File: src/design/fibPkg.sv
package fibPkg;

    ////////////////////////////////////////
    // widths and sizes
    ////////////////////////////////////////

    localparam int DATA_W   = 16;
    localparam int NUM_REGS = 16;
    localparam int ADDR_W   = $clog2(NUM_REGS);

    // register and bus value, wraps mod 2^16
    typedef logic [DATA_W-1:0] dataWord_t;
    // register select
    typedef logic [ADDR_W-1:0] regAddr_t;
    // alu opcode
    typedef logic [7:0] aluOp_t;
    // one enable per bus driver
    typedef logic [3:0] busCtrl_t;

    ////////////////////////////////////////
    // opcodes and bus words
    ////////////////////////////////////////

    // pass operand b
    localparam aluOp_t OP_NOP = 8'h00;
    // a + b, carry out to overflow
    localparam aluOp_t OP_ADD = 8'h01;

    // immediate driver only
    localparam busCtrl_t BUS_IMM = 4'b0001;
    // the three alu result drivers
    localparam busCtrl_t BUS_ALU = 4'b1110;

    // the two registers the sequence lives in
    localparam regAddr_t REG_R0 = 4'd0;
    localparam regAddr_t REG_R1 = 4'd1;

    // sequencer states
    typedef enum logic [2:0] {
        ST_IDLE,
        ST_LOAD_R0,
        ST_LOAD_R1,
        ST_ADD_R1,
        ST_ADD_R0
    } seqState_t;

endpackage

File: src/design/fibSequencer.sv
`timescale 1ns/1ns

module fibSequencer (
    input  logic              clk,
    input  logic              reset,
    input  logic              start,
    output fibPkg::dataWord_t initialR,
    output fibPkg::regAddr_t  regWrite,
    output fibPkg::regAddr_t  regRead1,
    output fibPkg::regAddr_t  regRead2,
    output fibPkg::aluOp_t    ALUOp,
    output fibPkg::busCtrl_t  buffCtrl,
    output logic              regWriteEn
);
    import fibPkg::*;

    seqState_t state;
    seqState_t nextState;

    ////////////////////////////////////////
    // state register
    ////////////////////////////////////////

    always_ff @(posedge clk) begin
        if (!reset) begin
            state <= ST_IDLE;
        end else begin
            state <= nextState;
        end
    end

    // idle -> two loads -> add loop, no exit but reset
    always_comb begin
        nextState = state;
        case (state)
            ST_IDLE: begin
                // start only looked at here
                if (start) begin
                    nextState = ST_LOAD_R0;
                end
            end
            ST_LOAD_R0: nextState = ST_LOAD_R1;
            ST_LOAD_R1: nextState = ST_ADD_R1;
            ST_ADD_R1:  nextState = ST_ADD_R0;
            ST_ADD_R0:  nextState = ST_ADD_R1;
            default:    nextState = ST_IDLE;
        endcase
    end

    ////////////////////////////////////////
    // micro-op decode
    ////////////////////////////////////////

    // straight from state, no output register
    always_comb begin
        // inactive unless a state says otherwise
        initialR   = '0;
        regWrite   = REG_R0;
        regRead1   = REG_R0;
        regRead2   = REG_R0;
        ALUOp      = OP_NOP;
        buffCtrl   = '0;
        regWriteEn = 1'b0;
        case (state)
            ST_LOAD_R0: begin
                // mov R0, 1
                initialR   = 16'd1;
                regWrite   = REG_R0;
                buffCtrl   = BUS_IMM;
                regWriteEn = 1'b1;
            end
            ST_LOAD_R1: begin
                // mov R1, 1
                initialR   = 16'd1;
                regWrite   = REG_R1;
                buffCtrl   = BUS_IMM;
                regWriteEn = 1'b1;
            end
            ST_ADD_R1: begin
                // add R1, R0
                regWrite   = REG_R1;
                regRead1   = REG_R0;
                regRead2   = REG_R1;
                ALUOp      = OP_ADD;
                buffCtrl   = BUS_ALU;
                regWriteEn = 1'b1;
            end
            ST_ADD_R0: begin
                // add R0, R1
                regWrite   = REG_R0;
                regRead1   = REG_R1;
                regRead2   = REG_R0;
                ALUOp      = OP_ADD;
                buffCtrl   = BUS_ALU;
                regWriteEn = 1'b1;
            end
            default: begin
                // idle, defaults hold
                regWriteEn = 1'b0;
            end
        endcase
    end

endmodule

File: src/design/regFile.sv
`timescale 1ns/1ns

module regFile (
    input  logic              clk,
    input  logic              reset,
    input  fibPkg::regAddr_t  regWrite,
    input  fibPkg::regAddr_t  regRead1,
    input  fibPkg::regAddr_t  regRead2,
    input  logic              regWriteEn,
    input  fibPkg::busCtrl_t  buffCtrl,
    input  fibPkg::dataWord_t initialR,
    input  fibPkg::dataWord_t aluResult,
    output fibPkg::dataWord_t readData1,
    output fibPkg::dataWord_t readData2,
    output fibPkg::dataWord_t fibValue,
    output logic              fibValid
);
    import fibPkg::*;

    dataWord_t regs [NUM_REGS];
    dataWord_t immDrive;
    dataWord_t aluDrive;
    dataWord_t writeBus;

    ////////////////////////////////////////
    // write bus
    ////////////////////////////////////////

    // immediate buffer on bit 0
    assign immDrive = buffCtrl[0] ? initialR : '0;
    // alu buffers, needs all three on
    assign aluDrive = (&buffCtrl[3:1]) ? aluResult : '0;
    // disabled buffers drive zero, so or them together
    assign writeBus = immDrive | aluDrive;

    ////////////////////////////////////////
    // storage and read ports
    ////////////////////////////////////////

    always_ff @(posedge clk) begin
        if (!reset) begin
            for (int i = 0; i < NUM_REGS; i++) begin
                regs[i] <= '0;
            end
        end else if (regWriteEn) begin
            regs[regWrite] <= writeBus;
        end
    end

    // async reads feed the alu
    assign readData1 = regs[regRead1];
    assign readData2 = regs[regRead2];

    // write report, same edge as the write
    always_ff @(posedge clk) begin
        if (!reset) begin
            fibValue <= '0;
            fibValid <= 1'b0;
        end else begin
            fibValid <= regWriteEn;
            // hold last term when nothing written
            if (regWriteEn) begin
                fibValue <= writeBus;
            end
        end
    end

endmodule

File: src/design/aluUnit.sv
`timescale 1ns/1ns

module aluUnit (
    input  logic              clk,
    input  logic              reset,
    input  fibPkg::aluOp_t    ALUOp,
    input  fibPkg::dataWord_t readData1,
    input  fibPkg::dataWord_t readData2,
    output fibPkg::dataWord_t aluResult,
    output logic              fibOverflow
);
    import fibPkg::*;

    // one extra bit for the carry
    logic [DATA_W:0] sum;

    assign sum = {1'b0, readData1} + {1'b0, readData2};

    ////////////////////////////////////////
    // result select
    ////////////////////////////////////////

    always_comb begin
        case (ALUOp)
            OP_ADD:  aluResult = sum[DATA_W-1:0];
            // nop passes b, used by the immediate loads
            OP_NOP:  aluResult = readData2;
            default: aluResult = '0;
        endcase
    end

    ////////////////////////////////////////
    // sticky overflow
    ////////////////////////////////////////

    // set on first carry out of an add, only reset clears
    always_ff @(posedge clk) begin
        if (!reset) begin
            fibOverflow <= 1'b0;
        end else if ((ALUOp == OP_ADD) && sum[DATA_W]) begin
            fibOverflow <= 1'b1;
        end
    end

endmodule

File: src/design/fibTop.sv
`timescale 1ns/1ns

module fibTop (
    input  logic              clk,
    input  logic              reset,
    input  logic              start,
    output fibPkg::dataWord_t fibValue,
    output logic              fibValid,
    output logic              fibOverflow
);
    import fibPkg::*;

    // sequencer to register file
    dataWord_t initialR;
    regAddr_t  regWrite;
    regAddr_t  regRead1;
    regAddr_t  regRead2;
    busCtrl_t  buffCtrl;
    logic      regWriteEn;
    // sequencer to alu
    aluOp_t    ALUOp;
    // register file <-> alu loop
    dataWord_t readData1;
    dataWord_t readData2;
    dataWord_t aluResult;

    fibSequencer i_fibSequencer (
        .clk        (clk),
        .reset      (reset),
        .start      (start),
        .initialR   (initialR),
        .regWrite   (regWrite),
        .regRead1   (regRead1),
        .regRead2   (regRead2),
        .ALUOp      (ALUOp),
        .buffCtrl   (buffCtrl),
        .regWriteEn (regWriteEn)
    );

    regFile i_regFile (
        .clk        (clk),
        .reset      (reset),
        .regWrite   (regWrite),
        .regRead1   (regRead1),
        .regRead2   (regRead2),
        .regWriteEn (regWriteEn),
        .buffCtrl   (buffCtrl),
        .initialR   (initialR),
        .aluResult  (aluResult),
        .readData1  (readData1),
        .readData2  (readData2),
        .fibValue   (fibValue),
        .fibValid   (fibValid)
    );

    // result goes back to the write bus in the same cycle
    aluUnit i_aluUnit (
        .clk         (clk),
        .reset       (reset),
        .ALUOp       (ALUOp),
        .readData1   (readData1),
        .readData2   (readData2),
        .aluResult   (aluResult),
        .fibOverflow (fibOverflow)
    );

endmodule

File: config.mk
export PLATFORM = sky130hd
export DESIGN_NAME = fibTop
export DESIGN_NICKNAME = d
export VERILOG_FILES = /design/src/design/fibPkg.sv /design/src/design/fibSequencer.sv /design/src/design/regFile.sv /design/src/design/aluUnit.sv /design/src/design/fibTop.sv
export SDC_FILE = /design/constraint.sdc
export NUM_CORES = 1
export LEC_CHECK = 0
export BUFFER_PORTS_ARGS = -buffer_cell sky130_fd_sc_hd__buf_2
export CORE_MARGIN = 2
export CORE_UTILIZATION = 35
export CTS_CLUSTER_DIAMETER = 50
export CTS_CLUSTER_SIZE = 20
export DETAILED_ROUTE_END_ITERATION = 10
export HOLD_SLACK_MARGIN = 0.12
export PLACE_DENSITY = 0.51
export SETUP_SLACK_MARGIN = 0.15
export SYNTH_ARGS = -nofsm -noshare
export SYNTH_HDL_FRONTEND = slang
export SYNTH_SLANG_ARGS = --single-unit
File: constraint.sdc
create_clock -name clk -period 9.33 [get_ports clk]
set_input_delay 0.933 -clock clk [delete_from_list [all_inputs] [get_ports clk]]
set_output_delay 0.933 -clock clk [all_outputs]
set_load 0.005 [all_outputs]
==> flow_summary_export.csv <==
group,metric,value,unit
critical_path,worstPathMaxFanout,19,
placed_design,place.gp.congestion,0.766,
timing,fin_hold_ws,0.454,ns
clocking,clock_latency,0.32,ns
floorplanning,num_rows,35,
power,power_density,147,mW/mm2
timing,slew_viol_final,0,
floorplanning,dieHeight,100,um
critical_path,crit_required,9.39,ns
floorplanning,start_util,35.4,%
placed_design,dpl_cell_area,0.00338,mm2
clocking,hold_buffers,0,
power,ir_drop,0.0726,mV
yosys,postSynthAreaPerCell,10.1,um2
critical_path,crit_type,"reg2reg",
routing,top_layer,"met4",
global_route,antenna_found_initial,0,
timing,tns,0,ns
critical_path,critPathLaunchType,"register",
timing,fmax,281,MHz
cells_and_area,fin_nets,353,
timing,rsz0062_at_grt,"false",
cells_and_area,fin_util,38.1,%
floorplanning,dieArea,0.0100,mm2
critical_path,end_kind,"register",
timing,slew_headroom,43.4,%
yosys,synth_area,0.00323,mm2
yosys,ys_ff_latch,53,
worst_hold_path,worstHoldPathType,"reg2reg",
placed_design,hpwl,5090,um
routing,drt-pass1-iter-count,4,
yosys,synthFlopType,"edfxtp_1",
cells_and_area,final_cell_area,0.00347,mm2
placed_design,io_buffers,20,
yosys,syn-num-nets,340,
routing,dr_total_vias,2391,
global_route,track_usage,15.9,%
clocking,cts_tree,"done",
clocking,cts.path.max_buffers,2,
timing,final_hold_viol_count,0,
cells_and_area,antenna_cells,0,
floorplanning,io_pins,21,
global_route,first_global_vias,2428,
clocking,cts_htree_levels,2,
routing,totalWireLength,7260,um
global_route,grt_pass1_wl,12400,um
run_status,run_status,"finished, final reports clean",
cells_and_area,final_common_cell,"nor2_1",
clocking,path_clk_slew,0.11,ns
floorplanning,die_x,100,um
clocking,post_cts_buffers,0,
routing,postRouteAntennaNets,0,
timing,finClkSkew,0.0133,ns
routing,met2_length,3370,um
floorplanning,core,0.00911,mm2
yosys,yosysUniqueCellTypes,55,
routing,drt-met1-wl,3570,um
cells_and_area,most-common-layout-cells,"nor2_1 (39), mux2_2 (34), edfxtp_1 (32)",
clocking,cts.sinks,53,
routing,route.detailed.drc,0,
critical_path,crit_arrival,3.63,ns
routing,drt-vias-per-instance,5.37,
yosys,synth-edff-count,32,
timing,worst_pin_slew,0.846,ns
cells_and_area,area_delta_synth_final,7.56,%
power,p_leak,1.36,nW
clocking,cts_made_buffers,5,
global_route,grt_max_degree,20,
routing,wl_met3,179,um
timing,min_period,3.56,ns
clocking,cts_resized,0,
global_route,grt_overflow,0,
job,max_cap_viol_count,0,
yosys,synth_cells,320,
yosys,ys_seq_area_share,42.8,%
cells_and_area,drive_above_1_share,22.5,%
routing,drt_iter0_drc,78,
power,power.total,0.510,mW
timing,min_period_over_period,38.2,%
yosys,yosys_warnings,0,
timing,finalSetupViolCount,0,
yosys,synth-async-reset-ratio,0,%
routing,wl_per_cell,16.3,um
clocking,cts_root_buffer,"clkbuf_8",
worst paths after layout:
path                           startpoint                     to  slack [ns]  depth (start not counted)
setup / recovery  i_fibSequencer.state[2]  i_regFile.regs[0][14]        5.77                         11
hold / removal      i_regFile.fibValue[9]  i_regFile.fibValue[9]        0.45                          2
setup reg to reg  i_fibSequencer.state[2]  i_regFile.regs[0][14]        5.77                         11
hold reg to reg     i_regFile.fibValue[9]  i_regFile.fibValue[9]        0.45                          2
layer usage:
layer / track usage [%] / vias up
met2: 26.6 / 34
met4: 5.06 / 0
met1: 21.0 / 1139
met3: 2.58 / 13
li1: - / 1205
met5: 0 / -
per-stage QoR:
stage | setup WS, ns | std cells
final | 5.77 | 445
after floorplan | 5.99 | 320
after global placement | 5.84 | 437
after global routing | 5.51 | 445
after detailed placement | 5.78 | 437
after CTS | 5.75 | 445
worst max-delay path, cell delays in order, from the launching register on:
cell       delay [ns]
dfxtp_1          0.56
nor3b_2          0.23
buf_4            0.31
mux2_2           0.21
ha_1             0.20
inv_1            0.07
fa_1             0.40
and2b_1          0.26
o2111ai_2        0.20
a2111oi_2        0.57
or4_1            0.20
a21oi_1          0.07
cells in the mapped netlist, types with 4 or more instances:
master     n  area [um2]
dfxtp_1   21         420
o21a_1     4        30.0
clkbuf_1   5        18.8
a21o_1     5        37.5
o31ai_1    6        45.0
xor2_1     5        43.8
nor2_1    39         146
buf_2      4        20.0
mux2_2    34         383
nand2_1   27         101
o21ai_0   14        70.1
xnor2_1    4        35.0
nor3_1    16        80.1
edfxtp_1  32         961
a21oi_1   23         115
inv_1      8        30.0
ha_1      16         200
sequential cells by signal, summed over array words and instances (netlist names):
signal	flops
i_aluUnit.fibOverflow	1
i_fibSequencer.state	3
i_regFile.fibValid	1
i_regFile.fibValue	16
i_regFile.regs	32
cell type report:
type                            count  area (um2)
Clock buffer                        5        68.8
Clock inverter                      3        21.3
Fill cell                         929        5640
Inverter                            8        30.0
Multi-Input combinational cell    243        1720
Sequential cell                    53        1380
Tap cell                          111         139
Timing Repair Buffer               22         115
where the power goes:
group,switching [mW],total (mW),internal (mW),leakage (nW)
combinational,0.0651,0.105,0.0401,0.812
clock,0.0826,0.136,0.0535,0.0445
sequential,0.00789,0.269,0.261,0.505
logic make-up after synthesis:
logic type / share of synthesized area [%]
DFF: 42.8
and+or+nand+nor: 16.2
xor gates and xnor gates: 2.44
muxes: 12.2
AOI/OAI and AO/OA: 15.5
buffers and inverters: 4.03
adders and majority gates: 6.82
(Power assumes the default switching activity.)
